## config.mk

```make
export PLATFORM = sky130hd
export DESIGN_NAME = md5Step
export DESIGN_NICKNAME = d
export VERILOG_FILES = /design/src/common/md5TypesPkg.sv /design/src/common/md5RoundPkg.sv /design/src/md5Core/md5Mix.sv /design/src/md5Core/md5Step.sv
export VERILOG_INCLUDE_DIRS = /design/src /design/src/common
export SDC_FILE = /design/constraint.sdc
export NUM_CORES = 1
export LEC_CHECK = 0
export ABC_AREA = 1
export BUFFER_PORTS_ARGS = -buffer_cell sky130_fd_sc_hd__buf_4
export CAP_MARGIN = 20
export CORE_AREA = 2 2 503 505
export DETAILED_ROUTE_END_ITERATION = 10
export DIE_AREA = 0 0 505 507
export GPL_ROUTABILITY_DRIVEN = 0
export SLEW_MARGIN = 25
export SYNTH_ARGS = -nofsm -noshare
export SYNTH_HDL_FRONTEND = slang
export SYNTH_HIERARCHICAL = 1
export SYNTH_SLANG_ARGS = --single-unit
```

## constraint.sdc

```tcl
create_clock -name clk -period 5.11 [get_ports clk]
set_input_delay 0.2555 -clock clk [delete_from_list [all_inputs] [get_ports clk]]
set_output_delay 0.2555 -clock clk [all_outputs]
set_load 0.02 [all_outputs]
```

## src/common/md5_consts.svh

```systemverilog
// ******************************
// Sizes of the MD5 main loop.
// Include wherever widths or step counts are needed.
// ******************************
`ifndef MD5_CONSTS_SVH
`define MD5_CONSTS_SVH

// Width of one state or message word.
`define MD5_WORD_W 32

// One message block.
`define MD5_BLOCK_W 512

`define MD5_BLOCK_WORDS 16

// Operations in the main loop.
`define MD5_STEPS 64

// Four rounds of sixteen steps each.
`define MD5_ROUND_STEPS 16

`endif

```

## src/common/md5TypesPkg.sv

```systemverilog
// ******************************
// Data types shared by the MD5 pipeline stages.
// ******************************
`include "md5_consts.svh"

package md5TypesPkg;

  typedef logic [`MD5_WORD_W-1:0] md5WordT;

  // Word 0 is the least significant word of the input block.
  typedef md5WordT md5BlockT [`MD5_BLOCK_WORDS];

  // Working state passed from one stage to the next.
  typedef struct packed {
    md5WordT a;
    md5WordT b;
    md5WordT c;
    md5WordT d;
  } md5StateT;

endpackage

```

## src/common/md5RoundPkg.sv

```systemverilog
// ******************************
// Per-step MD5 tables and lookup functions.
// Evaluated at elaboration time from each stage's STEP.
// ******************************
`include "md5_consts.svh"

package md5RoundPkg;

  import md5TypesPkg::*;

  // Round function opcode.
  typedef enum logic [1:0] {
    FuncF,
    FuncG,
    FuncH,
    FuncI
  } md5FuncE;

  localparam int ShiftsPerRound = 4;

  // Integer part of abs(sin(i + 1)) * 2^32.
  localparam md5WordT ConstTable [`MD5_STEPS] = '{
    32'hd76aa478, 32'he8c7b756, 32'h242070db, 32'hc1bdceee,
    32'hf57c0faf, 32'h4787c62a, 32'ha8304613, 32'hfd469501,
    32'h698098d8, 32'h8b44f7af, 32'hffff5bb1, 32'h895cd7be,
    32'h6b901122, 32'hfd987193, 32'ha679438e, 32'h49b40821,
    32'hf61e2562, 32'hc040b340, 32'h265e5a51, 32'he9b6c7aa,
    32'hd62f105d, 32'h02441453, 32'hd8a1e681, 32'he7d3fbc8,
    32'h21e1cde6, 32'hc33707d6, 32'hf4d50d87, 32'h455a14ed,
    32'ha9e3e905, 32'hfcefa3f8, 32'h676f02d9, 32'h8d2a4c8a,
    32'hfffa3942, 32'h8771f681, 32'h6d9d6122, 32'hfde5380c,
    32'ha4beea44, 32'h4bdecfa9, 32'hf6bb4b60, 32'hbebfbc70,
    32'h289b7ec6, 32'heaa127fa, 32'hd4ef3085, 32'h04881d05,
    32'hd9d4d039, 32'he6db99e5, 32'h1fa27cf8, 32'hc4ac5665,
    32'hf4292244, 32'h432aff97, 32'hab9423a7, 32'hfc93a039,
    32'h655b59c3, 32'h8f0ccc92, 32'hffeff47d, 32'h85845dd1,
    32'h6fa87e4f, 32'hfe2ce6e0, 32'ha3014314, 32'h4e0811a1,
    32'hf7537e82, 32'hbd3af235, 32'h2ad7d2bb, 32'heb86d391
  };

  // Four rotate amounts per round that repeat through the round.
  localparam int ShiftTable [4 * ShiftsPerRound] = '{
    7, 12, 17, 22,
    5, 9, 14, 20,
    4, 11, 16, 23,
    6, 10, 15, 21
  };

  function automatic md5FuncE stepFunc(input int step);
    md5FuncE func;
    case (step / `MD5_ROUND_STEPS)
      0: func = FuncF;
      1: func = FuncG;
      2: func = FuncH;
      default: func = FuncI;
    endcase
    return func;
  endfunction

  function automatic md5WordT stepConst(input int step);
    return ConstTable[step];
  endfunction

  function automatic int stepShift(input int step);
    int round;
    round = step / `MD5_ROUND_STEPS;
    return ShiftTable[round * ShiftsPerRound + step % ShiftsPerRound];
  endfunction

  // Message word used by each step.
  function automatic int stepMsgIndex(input int step);
    int idx;
    case (step / `MD5_ROUND_STEPS)
      0: idx = step;
      1: idx = 5 * step + 1;
      2: idx = 3 * step + 5;
      default: idx = 7 * step;
    endcase
    return idx % `MD5_BLOCK_WORDS;
  endfunction

endpackage

```

## src/md5Core/md5Mix.sv

```systemverilog
// ******************************
// Combinational arithmetic of one MD5 step.
// ******************************
`include "md5_consts.svh"

module md5Mix
  import md5TypesPkg::*, md5RoundPkg::*;
#(
  parameter int STEP = 0
) (
  input  md5StateT stateIn,
  input  md5WordT  msgWord,
  output md5WordT  bNext
);

  localparam md5FuncE Func = stepFunc(STEP);
  localparam md5WordT StepK = stepConst(STEP);
  localparam int Shift = stepShift(STEP);

  md5WordT funcOut;
  md5WordT sum;
  md5WordT rotated;

  always_comb
  begin
    unique case (Func)
      FuncF: funcOut = (stateIn.b & stateIn.c) | (~stateIn.b & stateIn.d);
      FuncG: funcOut = (stateIn.d & stateIn.b) | (~stateIn.d & stateIn.c);
      FuncH: funcOut = stateIn.b ^ stateIn.c ^ stateIn.d;
      FuncI: funcOut = stateIn.c ^ (stateIn.b | ~stateIn.d);
      default: funcOut = '0;
    endcase
  end

  assign sum = stateIn.a + funcOut + StepK + msgWord;

  // Left rotate by the step's shift amount.
  assign rotated = (sum << Shift) | (sum >> (`MD5_WORD_W - Shift));

  assign bNext = stateIn.b + rotated;

endmodule

```

## src/md5Core/md5Step.sv

```systemverilog
// ******************************
// One registered MD5 pipeline stage.
// Carries the message block alongside the state.
// ******************************
module md5Step
  import md5TypesPkg::*, md5RoundPkg::*;
#(
  parameter int STEP = 0
) (
  input  logic     clk,
  input  logic     rstN,
  input  md5StateT stateIn,
  input  md5BlockT msgIn,
  output md5StateT stateOut,
  output md5BlockT msgOut
);

  localparam int MsgIdx = stepMsgIndex(STEP);

  md5WordT bNext;

  md5Mix #(
    .STEP(STEP)
  ) mix (
    .stateIn(stateIn),
    .msgWord(msgIn[MsgIdx]),
    .bNext  (bNext)
  );

  // State rotates one word per step.
  always_ff @(posedge clk)
  begin
    if (!rstN)
    begin
      stateOut <= '0;
      msgOut <= '{default: '0};
    end
    else
    begin
      stateOut.a <= stateIn.d;
      stateOut.b <= bNext;
      stateOut.c <= stateIn.b;
      stateOut.d <= stateIn.c;
      msgOut <= msgIn;
    end
  end

  stateKnownAssert: assert property (
    @(posedge clk) disable iff (!rstN)
    !$isunknown(stateIn)
  ) else $error("Stage %0d: unknown state at the input.", STEP);

  msgKnownAssert: assert property (
    @(posedge clk) disable iff (!rstN)
    !$isunknown(msgIn[MsgIdx])
  ) else $error("Stage %0d: unknown message word at the input.", STEP);

endmodule

```

==> metrics.md <==
| Metric | Value |
|---|---|
| Final ANT Viol Nets | `0` |
| Post-Synthesis Cell Area | `0.02416 mm²` |
| Starting Density | `9.644%` |
| Setup TNS | `0 ps` |
| First-pass GRT wire length | `239100 µm` |
| Clock Tree Buf Depth | `3` |
| Hold Fails Final Rpt | `0` |
| Hold Crit Endpoint | `msgOut[279]` |
| Die footprint | `0.2560 mm²` |
| Final Critical Period | `4540 ps` |
| Post-CTS Resized | `0` |
| Post-DP HPWL | `159500 µm` |
| Worst-path fanout max | `4` |
| Via/cell ratio | `3.097` |
| IO Count | `1282` |
| Net Sw Frac | `36.58%` |
| Leak | `26.06 nW` |
| GRT overflow | `0` |
| Crit Path Category | `in -> reg` |
| Cells after Synth | `2980` |
| Fmax | `220.3 MHz` |
| Clock power frac | `36.8%` |
| Cell variety after synth | `34` |
| Syn. warnings | `6` |
| Number of buffers created by CTS | `86` |
| Worst hold slack | `53.88 ps` |
| Rows | `184` |
| Psw | `6.728 mW` |
| Post-Route WL | `187000 µm` |
| Placeable Area | `0.2505 mm²` |
| Commonest non-fill, non-tap cell in the layout | `buf_4` |
| Post-synth ARST share | `0%` |
| Setup Viol. Count Final | `0` |
| TritonCTS clock tree | `done` |
| Final Max Tran Viols | `0` |
| Cell count of the worst hold path | `3` |
| Pint | `11.67 mW` |
| # fillers | `27842` |
| Layout cells sized above 1 | `29.59%` |
| RSZ-0062 raised after global routing | `false` |
| Post-CTS Setup Bufs | `0` |
| Area leader, netlist | `dfxtp_1` |
| Fin crit share | `88.84%` |
| Yosys reg bits | `640` |
| Tot Pwr | `18.39 mW` |
| # hold bufs at CTS | `637` |
| Power density over the cells | `391.4 mW/mm²` |
| Synth Flop Type | `dfxtp_1` |
| DP Area | `0.03741 mm²` |
| Pre-Repair DR Iteration Count | `5` |
| DRC Markers | `0` |
| Initial drt markers | `1264` |
| Largest cells by area after synthesis | `dfxtp_1 53%, nand2_1 15%, inv_1 14%` |
| CTS Sinks | `640` |
| Peak VDD IR | `284.3 µV` |
| Avg WL per Cell | `22.33 µm` |
| Area growth, synth to finish | `94.55%` |
| Startpoint types | `input pin` |
| Sequential area share after synthesis | `53.04%` |
| Sequential share of power | `30.0%` |
| Number of synthesized flops with an enable pin | `0` |
| Hold path startpoint | `rstN` |
| Port buffer count | `1281` |
| Tot GR Track Use | `14.14%` |
| HP Class | `in -> reg` |
| Routed via count | `25943` |
| Syn_nets | `3745` |
| CP Data Arrival Time | `5140 ps` |
| Nets | `5698` |
| Comb pwr share | `33.2%` |
| Final Cell Area | `0.04700 mm²` |
| Root Driver | `clkbuf_16` |
| Vias in the first global route | `27159` |
| Finished Core Util | `18.76%` |
| Slew @ Worst Pin | `823.8 ps` |
| Clock-pin slew on the worst setup and hold paths | `60 ps` |
| WP data required | `5710 ps` |
| Slew Limit Headroom | `45.08%` |
| Max cap viols | `0` |
| Die H | `507 µm` |
| CTS H-tree lvls | `3` |
| Largest net degree at the start of global routing | `127` |
| Synth top area share | `53.04%` |
| Die W | `505 µm` |
| Commonest non-fill, non-tap cells in the layout | `1292 x buf_4, 946 x nand2_1, 878 x inv_1` |
| Status | `completed` |
| Antenna violations before repair | `97` |
| Syn Area/Cell | `8.106 µm²` |
| Setup crit end kind | `flip-flop` |
==> sequential cells by signal, indices dropped and copies added (netlist names) <==
name,flops
msgOut,512
stateOut,128
==> power by group through the flow <==
stage                     Clock, mW  Combinational, mW  Sequential [mW]
after detailed placement          0               5.66             5.61
after global routing           7.22               6.67             5.54
after global placement            0               5.66             5.62
after CTS                      7.08               6.17             5.51
after floorplan                   0               2.60             6.01
final                          6.77               6.10             5.52
==> critical path, cell delays in order <==
cell	delay [ps]
dlygate4sd3_1	530
buf_4	160
mux2_2	350
fa_1	380
ha_1	290
ha_1	170
inv_1	90
fa_1	490
o21bai_1	280
nand4_1	130
nand2_1	220
nand2_1	110
nand3_1	90
nand2_1	120
ha_1	360
nand2_1	130
inv_1	70
a21oi_1	150
nand2_1	140
nand2_1	90
nand2_1	100
a21oi_1	180
inv_1	60
nand2_1	50
nand2_1	40
nand2_1	50
inv_1	30
==> cell usage after synthesis, types with 4 or more instances <==
master	instances
ha_1	90
nor2_1	75
xor2_1	30
mux2i_1	19
inv_1	878
nor3_1	10
a21o_1	4
nand3_1	40
nand4_1	9
a21oi_1	60
buf_6	66
xnor2_1	6
nand2_2	4
fa_1	33
mux2_2	12
nand2_1	946
o21ai_0	22
dfxtp_1	640
buf_2	4
o21bai_1	10
==> metrics by stage <==
| step | instances | setup WS [ps] |
|---|---|---|
| after CTS | 8350 | 726.8 |
| after detailed placement | 7556 | 453.2 |
| after global routing | 8369 | 267.4 |
| after floorplan | 2980 | 1309 |
| final | 8376 | 570.5 |
| after global placement | 7556 | 480.6 |
==> area by class of cell <==
| type | instances | area, µm² | area share, % |
|---|---|---|---|
| Timing Repair Buffer | 1936 | 16210 | 34.49 |
| Sequential cell | 640 | 12810 | 27.26 |
| Multi-Input combinational cell | 1391 | 7278 | 15.49 |
| Tap cell | 3348 | 4189 | 8.913 |
| Inverter | 878 | 3296 | 7.012 |
| Clock buffer | 104 | 2381 | 5.066 |
| Clock inverter | 53 | 765.7 | 1.629 |
| Antenna cell | 26 | 65.06 | 0.1384 |
==> how the worst max path moves through the flow <==
stage	startpoint	endpoint	slack, ps	cells past startpoint
2_1_floorplan	stateIn[65]	stateOut[94]	1310	27
3_3_place_gp	stateIn[65]	stateOut[94]	480	28
3_5_place_dp	stateIn[65]	stateOut[94]	450	28
4_1_cts	msgIn[482]	stateOut[94]	730	30
5_1_grt	msgIn[482]	stateOut[83]	270	29
6_report	stateIn[65]	stateOut[83]	570	27
==> per-layer routing <==
layer,global-route usage [%],up-vias,wire (µm)
met1,14.81,11778,69250
met4,6.504,12,9847
met5,0,-,80
met2,23.63,1396,86580
li1,-,12365,-
met3,7.072,392,21260
==> cells by family (layout without fill, tap and decap cells) <==
family | Yosys count | in the layout | share of synthesized area (%)
flip-flops | 640 | 640 | 53.04
other | 0 | 26 | 0
buffers and inverters | 949 | 2971 | 16.83
multiplexers | 31 | 31 | 1.347
adder cells (fa/ha/maj) | 123 | 123 | 7.396
XOR/XNOR | 36 | 36 | 1.305
AO/OA/AOI/OAI | 104 | 104 | 2.388
AND/OR/NAND/NOR | 1097 | 1097 | 17.69
(Power assumes the default switching activity.)
